===== config.mk =====
export PLATFORM = sky130hd
export DESIGN_NAME = proc_top
export DESIGN_NICKNAME = d
export VERILOG_FILES = /design/src/logic/proc_pkg.sv /design/src/logic/proc_alu.sv /design/src/logic/proc_fetch.sv /design/src/logic/proc_exec.sv /design/src/logic/proc_out_queue.sv /design/src/logic/proc_top.sv
export SDC_FILE = /design/constraint.sdc
export NUM_CORES = 2
export LEC_CHECK = 0
export BUFFER_PORTS_ARGS = -buffer_cell sky130_fd_sc_hd__buf_2
export CAP_MARGIN = 5
export CORE_ASPECT_RATIO = 1.2
export CORE_MARGIN = 2
export CORE_UTILIZATION = 45
export CTS_CLUSTER_DIAMETER = 60
export DETAILED_ROUTE_END_ITERATION = 7
export PLACE_DENSITY = 0.65
export SYNTH_ARGS = -nofsm -noshare
export SYNTH_HDL_FRONTEND = slang
export SYNTH_SLANG_ARGS = --single-unit
export TNS_END_PERCENT = 5

===== constraint.sdc =====
create_clock -name clk -period 22.7 [get_ports clk]
set_clock_uncertainty 0.1 [all_clocks]
set_input_delay 2.27 -clock clk [delete_from_list [all_inputs] [get_ports clk]]
set_output_delay 2.27 -clock clk [all_outputs]
set_load 0.005 [all_outputs]

===== src/logic/proc_pkg.sv =====
// Shared widths, word types and CSR numbers for the core
// Opcode constants, reset PC, ALU operation and fetch state enums

package proc_pkg;

  // ----------------------------------------
  // Widths and word types
  // ----------------------------------------

  localparam int XLEN = 32;

  typedef logic [XLEN-1:0] word_t;
  typedef logic [XLEN-1:0] addr_t;
  typedef logic [4:0]      reg_idx_t;
  typedef logic [11:0]     csr_t;

  // First fetch address out of reset
  localparam addr_t RESET_PC = 32'h0000_0200;

  // Manager CSRs
  localparam csr_t CSR_MNGR2PROC = 12'hFC0;
  localparam csr_t CSR_PROC2MNGR = 12'h7C0;

  // ----------------------------------------
  // Major opcodes of the supported subset
  // ----------------------------------------

  localparam logic [6:0] OPC_OP     = 7'b0110011;
  localparam logic [6:0] OPC_OP_IMM = 7'b0010011;
  localparam logic [6:0] OPC_LUI    = 7'b0110111;
  localparam logic [6:0] OPC_BRANCH = 7'b1100011;
  localparam logic [6:0] OPC_SYSTEM = 7'b1110011;

  // ----------------------------------------
  // Enums
  // ----------------------------------------

  // Result ops first, then the branch compares that only drive cond
  typedef enum logic [4:0] {
    ALU_ADD,
    ALU_SUB,
    ALU_AND,
    ALU_OR,
    ALU_XOR,
    ALU_SLT,
    ALU_SLTU,
    ALU_SLL,
    ALU_SRL,
    ALU_SRA,
    ALU_PASS_B,
    ALU_EQ,
    ALU_NE,
    ALU_LT,
    ALU_GE,
    ALU_LTU,
    ALU_GEU
  } alu_op_e;

  typedef enum logic [1:0] {
    IREQ,
    IWAIT,
    EXEC
  } fetch_state_e;

endpackage


===== src/logic/proc_alu.sv =====
// Combinational ALU
// Arithmetic, logic and shift results plus branch compare outcome

`timescale 1ns/1ps

module proc_alu (
  input  proc_pkg::alu_op_e op_i,
  input  proc_pkg::word_t   a_i,
  input  proc_pkg::word_t   b_i,
  output proc_pkg::word_t   result_o,
  output logic              cond_o
);

  import proc_pkg::*;

  logic       lt_s;
  logic       lt_u;
  logic       eq;
  logic [4:0] shamt;

  assign lt_s  = $signed(a_i) < $signed(b_i);
  assign lt_u  = a_i < b_i;
  assign eq    = (a_i == b_i);
  assign shamt = b_i[4:0];

  // ----------------------------------------
  // Result path
  // ----------------------------------------

  always_comb begin
    case (op_i)
      ALU_ADD:    result_o = a_i + b_i;
      ALU_SUB:    result_o = a_i - b_i;
      ALU_AND:    result_o = a_i & b_i;
      ALU_OR:     result_o = a_i | b_i;
      ALU_XOR:    result_o = a_i ^ b_i;
      ALU_SLT:    result_o = {31'b0, lt_s};
      ALU_SLTU:   result_o = {31'b0, lt_u};
      ALU_SLL:    result_o = a_i << shamt;
      ALU_SRL:    result_o = a_i >> shamt;
      ALU_SRA:    result_o = word_t'($signed(a_i) >>> shamt);
      ALU_PASS_B: result_o = b_i;
      default:    result_o = {31'b0, cond_o};
    endcase
  end

  // ----------------------------------------
  // Branch conditions
  // ----------------------------------------

  always_comb begin
    case (op_i)
      ALU_EQ:  cond_o = eq;
      ALU_NE:  cond_o = !eq;
      ALU_LT:  cond_o = lt_s;
      ALU_GE:  cond_o = !lt_s;
      ALU_LTU: cond_o = lt_u;
      ALU_GEU: cond_o = !lt_u;
      default: cond_o = 1'b0;
    endcase
  end

endmodule


===== src/logic/proc_fetch.sv =====
// Instruction fetch unit
// Program counter, instruction register and the fetch FSM

`timescale 1ns/1ps

module proc_fetch (
  input  logic             clk,
  input  logic             reset,

  // Instruction memory request
  output logic             imem_req_val_o,
  input  logic             imem_req_rdy_i,
  output proc_pkg::addr_t  imem_req_addr_o,

  // Instruction memory response
  input  logic             imem_resp_val_i,
  output logic             imem_resp_rdy_o,
  input  proc_pkg::word_t  imem_resp_data_i,

  // To and from execute
  output proc_pkg::word_t  inst_o,
  output logic             inst_val_o,
  output proc_pkg::addr_t  pc_o,
  input  logic             retire_i,
  input  proc_pkg::addr_t  next_pc_i
);

  import proc_pkg::*;

  fetch_state_e state_q;
  addr_t        pc_q;
  word_t        inst_q;

  // ----------------------------------------
  // FSM and PC
  // ----------------------------------------

  always_ff @(posedge clk) begin
    if (reset) begin
      state_q <= IREQ;
      pc_q    <= RESET_PC;
    end else begin
      case (state_q)
        IREQ: begin
          if (imem_req_rdy_i) begin
            state_q <= IWAIT;
          end
        end
        IWAIT: begin
          if (imem_resp_val_i) begin
            state_q <= EXEC;
          end
        end
        EXEC: begin
          // PC only moves once the instruction is done
          if (retire_i) begin
            state_q <= IREQ;
            pc_q    <= next_pc_i;
          end
        end
        default: state_q <= IREQ;
      endcase
    end
  end

  // Instruction register, loaded on the response transfer
  always_ff @(posedge clk) begin
    if (state_q == IWAIT && imem_resp_val_i) begin
      inst_q <= imem_resp_data_i;
    end
  end

  assign imem_req_val_o  = (state_q == IREQ);
  assign imem_req_addr_o = pc_q;
  assign imem_resp_rdy_o = (state_q == IWAIT);

  assign inst_o     = inst_q;
  assign inst_val_o = (state_q == EXEC);
  assign pc_o       = pc_q;

  // ----------------------------------------
  // Assertions
  // ----------------------------------------

  // Execute may only retire what fetch is holding
  a_retire_in_exec : assert property (@(posedge clk) disable iff (reset)
    retire_i |-> state_q == EXEC);

  // Branch targets from execute keep fetch word aligned
  a_req_aligned : assert property (@(posedge clk) disable iff (reset)
    imem_req_val_o |-> imem_req_addr_o[1:0] == 2'b00);

endmodule


===== src/logic/proc_exec.sv =====
// Execute unit
// Decode, register file, branch resolution and manager CSR access

`timescale 1ns/1ps

module proc_exec (
  input  logic             clk,
  input  logic             reset,
  input  proc_pkg::word_t  inst_i,
  input  logic             inst_val_i,
  input  proc_pkg::addr_t  pc_i,
  output logic             retire_o,
  output proc_pkg::addr_t  next_pc_o,
  input  proc_pkg::word_t  mngr2proc_msg_i,
  input  logic             mngr2proc_val_i,
  output logic             mngr2proc_rdy_o,
  output logic             enq_val_o,
  input  logic             enq_rdy_i,
  output proc_pkg::word_t  enq_msg_o
);

  import proc_pkg::*;

  // R-type and I-type ALU ops share the funct3 map
  function automatic alu_op_e arith_op(input logic [2:0] f3, input logic alt);
    case (f3)
      3'b000:  return alt ? ALU_SUB : ALU_ADD;
      3'b001:  return ALU_SLL;
      3'b010:  return ALU_SLT;
      3'b011:  return ALU_SLTU;
      3'b100:  return ALU_XOR;
      3'b101:  return alt ? ALU_SRA : ALU_SRL;
      3'b110:  return ALU_OR;
      default: return ALU_AND;
    endcase
  endfunction

  logic [6:0] opcode;
  logic [2:0] funct3;
  reg_idx_t   rd, rs1, rs2;
  csr_t       csr;
  word_t      imm_i, imm_u, imm_b, shamt;
  word_t      rs1_val, rs2_val, alu_b, alu_result, wr_data;
  alu_op_e    alu_op;
  logic       alu_cond, rf_wen, is_branch, csrr_mngr, csrw_mngr;
  word_t      rf [32];

  assign opcode = inst_i[6:0];
  assign rd     = inst_i[11:7];
  assign funct3 = inst_i[14:12];
  assign rs1    = inst_i[19:15];
  assign rs2    = inst_i[24:20];
  assign csr    = inst_i[31:20];

  assign imm_i = {{20{inst_i[31]}}, inst_i[31:20]};
  assign imm_u = {inst_i[31:12], 12'b0};
  assign imm_b = {{20{inst_i[31]}}, inst_i[7], inst_i[30:25], inst_i[11:8], 1'b0};
  assign shamt = {27'b0, inst_i[24:20]};

  // x0 always reads zero
  assign rs1_val = (rs1 == '0) ? '0 : rf[rs1];
  assign rs2_val = (rs2 == '0) ? '0 : rf[rs2];

  // ----------------------------------------
  // Decode
  // ----------------------------------------

  always_comb begin
    alu_op    = ALU_ADD;
    alu_b     = rs2_val;
    rf_wen    = 1'b0;
    is_branch = 1'b0;
    csrr_mngr = 1'b0;
    csrw_mngr = 1'b0;
    case (opcode)
      OPC_OP: begin
        rf_wen = 1'b1;
        alu_op = arith_op(funct3, inst_i[30]);
      end
      OPC_OP_IMM: begin
        rf_wen = 1'b1;
        alu_op = arith_op(funct3, inst_i[30] && funct3 == 3'b101);
        alu_b  = (funct3 == 3'b001 || funct3 == 3'b101) ? shamt : imm_i;
      end
      OPC_LUI: begin
        rf_wen = 1'b1;
        alu_op = ALU_PASS_B;
        alu_b  = imm_u;
      end
      OPC_BRANCH: begin
        is_branch = 1'b1;
        case (funct3)
          3'b000:  alu_op = ALU_EQ;
          3'b001:  alu_op = ALU_NE;
          3'b100:  alu_op = ALU_LT;
          3'b101:  alu_op = ALU_GE;
          3'b110:  alu_op = ALU_LTU;
          3'b111:  alu_op = ALU_GEU;
          default: is_branch = 1'b0;
        endcase
      end
      OPC_SYSTEM: begin
        // CSRR is csrrs rd,csr,x0 and CSRW is csrrw x0,csr,rs1
        csrr_mngr = (funct3 == 3'b010) && (csr == CSR_MNGR2PROC);
        csrw_mngr = (funct3 == 3'b001) && (csr == CSR_PROC2MNGR);
        rf_wen    = csrr_mngr;
      end
      default: ;
    endcase
  end

  proc_alu i_alu (
    .op_i     (alu_op),
    .a_i      (rs1_val),
    .b_i      (alu_b),
    .result_o (alu_result),
    .cond_o   (alu_cond)
  );

  // ----------------------------------------
  // Retire, writeback and next PC
  // ----------------------------------------

  assign mngr2proc_rdy_o = inst_val_i && csrr_mngr;
  assign enq_val_o       = inst_val_i && csrw_mngr;
  assign enq_msg_o       = rs1_val;

  // Hold in EXEC while either manager side back-pressures
  assign retire_o = inst_val_i && !(csrr_mngr && !mngr2proc_val_i)
                               && !(csrw_mngr && !enq_rdy_i);

  assign next_pc_o = (is_branch && alu_cond) ? pc_i + imm_b : pc_i + 32'd4;
  assign wr_data   = csrr_mngr ? mngr2proc_msg_i : alu_result;

  always_ff @(posedge clk) begin
    if (retire_o && rf_wen && rd != '0) begin
      rf[rd] <= wr_data;
    end
  end

  // A stalled instruction stays in place with its PC until it retires
  a_stall_holds : assert property (@(posedge clk) disable iff (reset)
    inst_val_i && !retire_o |=> inst_val_i && $stable(pc_i) && $stable(inst_i));

endmodule


===== src/logic/proc_out_queue.sv =====
// One-entry bypass queue toward the manager

`timescale 1ns/1ps

module proc_out_queue (
  input  logic             clk,
  input  logic             reset,
  input  logic             enq_val_i,
  output logic             enq_rdy_o,
  input  proc_pkg::word_t  enq_msg_i,
  output logic             deq_val_o,
  input  logic             deq_rdy_i,
  output proc_pkg::word_t  deq_msg_o
);

  import proc_pkg::*;

  logic  full_q;
  word_t data_q;
  logic  store;

  // Word is kept only when it cannot leave this cycle
  assign store = enq_val_i && !full_q && !deq_rdy_i;

  always_ff @(posedge clk) begin
    if (reset) begin
      full_q <= 1'b0;
    end else if (store) begin
      full_q <= 1'b1;
    end else if (full_q && deq_rdy_i) begin
      full_q <= 1'b0;
    end
  end

  always_ff @(posedge clk) begin
    if (store) begin
      data_q <= enq_msg_i;
    end
  end

  assign enq_rdy_o = !full_q;
  assign deq_val_o = full_q || enq_val_i;
  assign deq_msg_o = full_q ? data_q : enq_msg_i;

  // A word offered while full waits unchanged until there is room
  a_no_enq_when_full : assert property (@(posedge clk) disable iff (reset)
    enq_val_i && full_q |=> enq_val_i && $stable(enq_msg_i));

endmodule


===== src/logic/proc_top.sv =====
// Core top level
// Connects fetch, execute and the manager output queue

`timescale 1ns/1ps

module proc_top (
  input  logic             clk,
  input  logic             reset,

  // Instruction memory
  output logic             imem_req_val_o,
  input  logic             imem_req_rdy_i,
  output proc_pkg::addr_t  imem_req_addr_o,
  input  logic             imem_resp_val_i,
  output logic             imem_resp_rdy_o,
  input  proc_pkg::word_t  imem_resp_data_i,

  // Manager streams
  input  proc_pkg::word_t  mngr2proc_msg_i,
  input  logic             mngr2proc_val_i,
  output logic             mngr2proc_rdy_o,
  output proc_pkg::word_t  proc2mngr_msg_o,
  output logic             proc2mngr_val_o,
  input  logic             proc2mngr_rdy_i
);

  import proc_pkg::*;

  word_t inst;
  logic  inst_val;
  addr_t pc;
  logic  retire;
  addr_t next_pc;
  logic  enq_val;
  logic  enq_rdy;
  word_t enq_msg;

  proc_fetch i_fetch (
    .clk              (clk),
    .reset            (reset),
    .imem_req_val_o   (imem_req_val_o),
    .imem_req_rdy_i   (imem_req_rdy_i),
    .imem_req_addr_o  (imem_req_addr_o),
    .imem_resp_val_i  (imem_resp_val_i),
    .imem_resp_rdy_o  (imem_resp_rdy_o),
    .imem_resp_data_i (imem_resp_data_i),
    .inst_o           (inst),
    .inst_val_o       (inst_val),
    .pc_o             (pc),
    .retire_i         (retire),
    .next_pc_i        (next_pc)
  );

  proc_exec i_exec (
    .clk             (clk),
    .reset           (reset),
    .inst_i          (inst),
    .inst_val_i      (inst_val),
    .pc_i            (pc),
    .retire_o        (retire),
    .next_pc_o       (next_pc),
    .mngr2proc_msg_i (mngr2proc_msg_i),
    .mngr2proc_val_i (mngr2proc_val_i),
    .mngr2proc_rdy_o (mngr2proc_rdy_o),
    .enq_val_o       (enq_val),
    .enq_rdy_i       (enq_rdy),
    .enq_msg_o       (enq_msg)
  );

  proc_out_queue i_out_queue (
    .clk       (clk),
    .reset     (reset),
    .enq_val_i (enq_val),
    .enq_rdy_o (enq_rdy),
    .enq_msg_i (enq_msg),
    .deq_val_o (proc2mngr_val_o),
    .deq_rdy_i (proc2mngr_rdy_i),
    .deq_msg_o (proc2mngr_msg_o)
  );

endmodule


# --- After elaboration in Yosys (flattened, before gate mapping) ---
# Memories as Yosys holds them, arrays and structs flattened. A register that Yosys moved wholly into a read port is not among the register bits.
# Index checks and enable logic that the tools add are counted.
totals:
  regBits: 99
  mem_bits_rw: 1024
  out_inout_bits: 68
  elab_cells: 123
  memories: 1
op_classes:
  n_addsub: 4
  n_lt_le_gt_ge: 2
  n_eq_ne: 36
  shift: 3
  mux: 32
  bitwise_logic: 3
  n_reduce_logical: 37
memory_table:
  columns: ["memory", "words", "width", "read_ports", "rd_ports_with_merged_regs", "write_ports", "line_no", "text"]
  rows:
  - ["i_exec.rf", 32, 32, 2, 2, 1, "proc_exec.sv:46", "word_t rf [32];"]
op_table:
  columns: ["op", "n"]
  rows:
  - ["$pmux 32 s11", 1]
  - ["$mux 32", 6]
  - ["$pmux 5 s7", 2]
  - ["$add 32x32->32", 2]
  - ["$lt 32x32->1", 2]
  - ["$pmux 32 s2", 1]
  - ["$eq 5x4->1 const B", 8]
  - ["$add 32x3->32 const B", 1]
  - ["$and 32x32->32", 1]
  - ["$eq 32x32->1", 1]
  - ["$or 32x32->32", 1]
  - ["$shl 32x5->32", 1]
  - ["$shr 32x5->32", 1]
  - ["$sshr 32x5->32", 1]
  - ["$sub 32x32->32", 1]
  - ["$xor 32x32->32", 1]
  - ["$pmux 5 s6", 1]
  - ["$eq 5x3->1 const B", 4]
  - ["$pmux 5 s4", 1]
  - ["$logic_and 1x1->1", 16]
  - ["$logic_not 5->1", 3]
  - ["$eq 7x6->1 const B", 2]
  - ["$eq 7x7->1 const B", 2]
  - ["$eq 12x11->1 const B", 1]
  - ["other kinds (28)", 56]

# --- Longest topological paths before layout ---
depth:
  word_depth: 11
  depth_mapped: 32
  depth_no_buf: 21

# --- By module ---
# A second synthesis with hierarchy kept.
hier_totals:
  cells_unflattened: 4384
  hier_area_um2: 64306.7
by_module_without_submodules:
  columns: ["module", "instances", "cells_per_inst", "area_per_inst_um2", "seq_area_each_um2"]
  rows:
  - ["proc_exec", 1, 2815, 51028.9, 30749.5]
  - ["proc_alu", 1, 1280, 8972.4, 0.0]
  - ["proc_fetch", 1, 216, 2767.7, 1641.6]
  - ["proc_out_queue", 1, 73, 1537.7, 980.9]

# --- Worst setup path after synthesis ---
# OpenSTA, ideal clock, no wires.
synth_timing:
  path_kind: "register to register"
  startpoint: "reg with a tool-made name"
  endpoint: "mem i_exec.rf[0][28] (netlist name), data pin"
  arrival_time_ps: 7191
  required_time_ps: 22223
  setup_slack_ps: 15032
  path_stages_with_launch: 29
  synth_period_minus_slack_ps: 7668
  cell_sequence: "dfxtp_1 buf_6 buf_8 buf_6 buf_6 buf_2 clkbuf_1 buf_2 buf_2 mux4_2 mux4_2 mux2i_1 nor2_1 a21o_1 ha_1 clkbuf_1 a21o_1 a21oi_1 o21ai_0 o21ai_0 o211ai_1 a221o_1 a31oi_1 o21ai_0 a22o_1 or2_2 o311ai_0 o22ai_1 a21oi_1"
synth_rtl:
  columns: ["item", "line_no"]
  rows:
  - ["to (decl)", "proc_exec.sv:46"]

==> impl_metrics.toml <==
[status]
status = "complete, no violations"

[worst_setup_path]
cp_slowest_cell = "buf_4"
endpoint_kind = "flip-flop"
worst-path-max-fanout = 108
path_cells = "buf_12, buf_4, mux4_2, or3b_1, o211ai_1, o41ai_2, nor2_4, inv_2, buf_4, ha_1, o311ai_0, a211oi_1, o21ai_0, o211ai_1, a221o_1, a31oi_1, o21ai_0, a22o_1, or2_2, o311ai_0, o22ai_1, a21oi_2, buf_4"
cpMostUsedCell = "buf_4"
crit_path_max_incr_delay_ps = 820
cpLargestDelayFamily = "compound AO/OA/AOI/OAI gates"
cp-start-kind = "flip-flop"
crit_arrival_ps = 10230
critical_path_class = "reg2reg"
cp_data_required_time_ps = 23090
cp_num_buf_inv = 5

[timing]
worst_slack_ps = 12870
tightest_slew_ps = 1260
fin_tns_setup_ps = 0
fin_crit_sh = 0.433
rsz0062_at_grt = "false"
hold_viol = 0
drv_slew = 0
period_minus_slack_ps = 9830
setup_viol = 0
maxSlewHeadroom = 0.158
max_freq_ghz = 0.102

[synth]
netlist_area_mm2 = 0.0633
synth_top_area_frac = 0.516
syn_avg_cell_area_um2 = 14.2
synth_edf_count = 1088
yosysMostFrequentCell = "edfxtp_1"
yosys_warnings = 0
ys_seq_area_frac = 0.530
syn_inst = 4455
async_flop_share = 0
synth-seq-cells = 1132
yosys.cell_types.count = 101
synthTopCellsByCount = "1088 x edfxtp_1, 591 x mux4_2, 408 x nand2_1"
synth-main-ff-cell = "edfxtp_1"
yosysTopAreaCell = "edfxtp_1"
synth_area_leaders = "edfxtp_1 52%, mux4_2 21%, mux2i_1 2.6%"

[routing]
vias = 44200
drt-total-wl_mm = 229
drt_pass1_iterations = 5
wire_per_inst_um = 35.3
drtIter0Drc = 5412
drc = 0
postRouteAntennaNets = 0
avgViaCountPerCell = 6.81

[grt]
antenna_found_initial = 9
grt_pass1_vias = 43800
grt_max_degree = 109
grt_usage = 0.316
grt_pass1_wl_mm = 324
overflow = 0

[floorplanning]
die_w_um = 346
core_mm2 = 0.139
rows = 150
ios = 138
die_h_um = 415
die-area_mm2 = 0.144
start_util = 0.454

[pwr]
total_leakage_power_nw = 23.7
ir_worst_vdd_mv = 0.0654
p_per_area_mw_per_mm2 = 84.6
power_mw = 5.94

[clock_tree]
cts_tree = "yes"
hold_buffers = 0
h-tree-depth = 3
cts_setup_buffers = 0
cts.clk_slew.worst_paths_ps = 60
cts_buffers = 112
cts_resized = 0
cts_sinks = 1132
cts_root_buf = "clkbuf_16"
clock_latency_ps = 750
clock_path_buffers = 3

[placed_design]
place.gp.congestion = 1.03
dpl_cell_area_mm2 = 0.0664
port-buffer-count = 136
dp_slack_ps = 12750
hpwlAfterDp_mm = 149
post-place-cells = 6281

[cells_and_area]
nets = 4771
syn2layout_area_growth_pct = 10.9
fin_area_mm2 = 0.0702
final_layout_size_suffix_gt1_frac = 0.252
final_cells = 6486

[job]
cap_violations = 0

[worst_hold_path]
worstHoldPathType = "reg2reg"
==> power by group <==
part           switching (mW)  internal, mW  leakage (nW)
Sequential             0.0319          2.56          10.2
Combinational            1.00         0.459          11.7
Clock                   0.831          1.06          1.78
==> cells in the final DEF (no fill, tap or decap), drive strengths merged, types with 34 or more instances in the layout <==
| cell type | instances |
|---|---|
| a211oi | 37 |
| nor3 | 75 |
| a22oi | 46 |
| mux4 | 592 |
| nand3 | 54 |
| nand2b | 34 |
| edfxtp | 1088 |
| clkbuf | 130 |
| mux2i | 164 |
| o21ai | 227 |
| a21o | 39 |
| dfxtp | 44 |
| nand2 | 408 |
| xnor2 | 45 |
| inv | 107 |
| ha | 125 |
| buf | 279 |
| nor2 | 278 |
| clkinv | 51 |
| a21oi | 260 |
==> state kept, by name (all words and copies together) (netlist names), named ones only <==
signal	count
i_exec.rf	1024
i_out_queue.full_q	1
i_out_queue.data_q	32
i_fetch.inst_o	32
i_fetch.state_q	2
i_fetch.imem_req_addr_o	31
==> metal layers <==
layer / part of all wire / global-route usage / wire length, µm / vias up
li1: - / - / - / 18100
met5: 0.00017 / 0 / 40 / -
met2: 0.49 / 0.524 / 112000 / 2641
met4: 0.066 / 0.183 / 15100 / 6
met3: 0.089 / 0.0497 / 20500 / 606
met1: 0.36 / 0.393 / 81600 / 22800
==> through the flow <==
step                       util  hold slack [ps]
after floorplan               -              351
after global placement    0.476              385
after detailed placement  0.476              397
after CTS                 0.503              406
after global routing      0.503              447
final                     0.503              402
==> logic make-up after synthesis <==
kind of cell	after synthesis	synth area share
AO/OA/AOI/OAI	903	0.0919
XOR/XNOR	53	0.00734
adder cells (fa/ha/maj)	128	0.0257
buffers and inverters	414	0.0289
flip-flops	1132	0.530
multiplexers	779	0.241
other	1	0.0000593
AND/OR/NAND/NOR	1045	0.0749
==> worst min-delay path: stages, from the launching register on <==
cell,delay (ps)
dfxtp_1,320
nand3_1,70
a21oi_1,60
==> path summary, 6_finish.rpt <==
check	cells past startpoint	to	start	slack (ps)
max	23	i_exec.rf[31][28]	flip-flop	12870
min	2	i_fetch.imem_req_addr_o[31]	i_fetch.imem_req_addr_o[31]	400
max reg2reg	23	i_exec.rf[31][28]	flip-flop	12870
min reg2reg	2	i_fetch.imem_req_addr_o[31]	i_fetch.imem_req_addr_o[31]	400
==> area by class of cell <==
class	count	area, µm²
sequential	1132	33600
multi-input combinational	2941	28400
tap	1824	2280
antenna	2	5.00
timing repair buffer	279	1830
inverter	107	404
clock buffer	130	2870
fill	11700	69300
clock inverter	71	816
No activity file was read; power rests on OpenSTA's default activity.
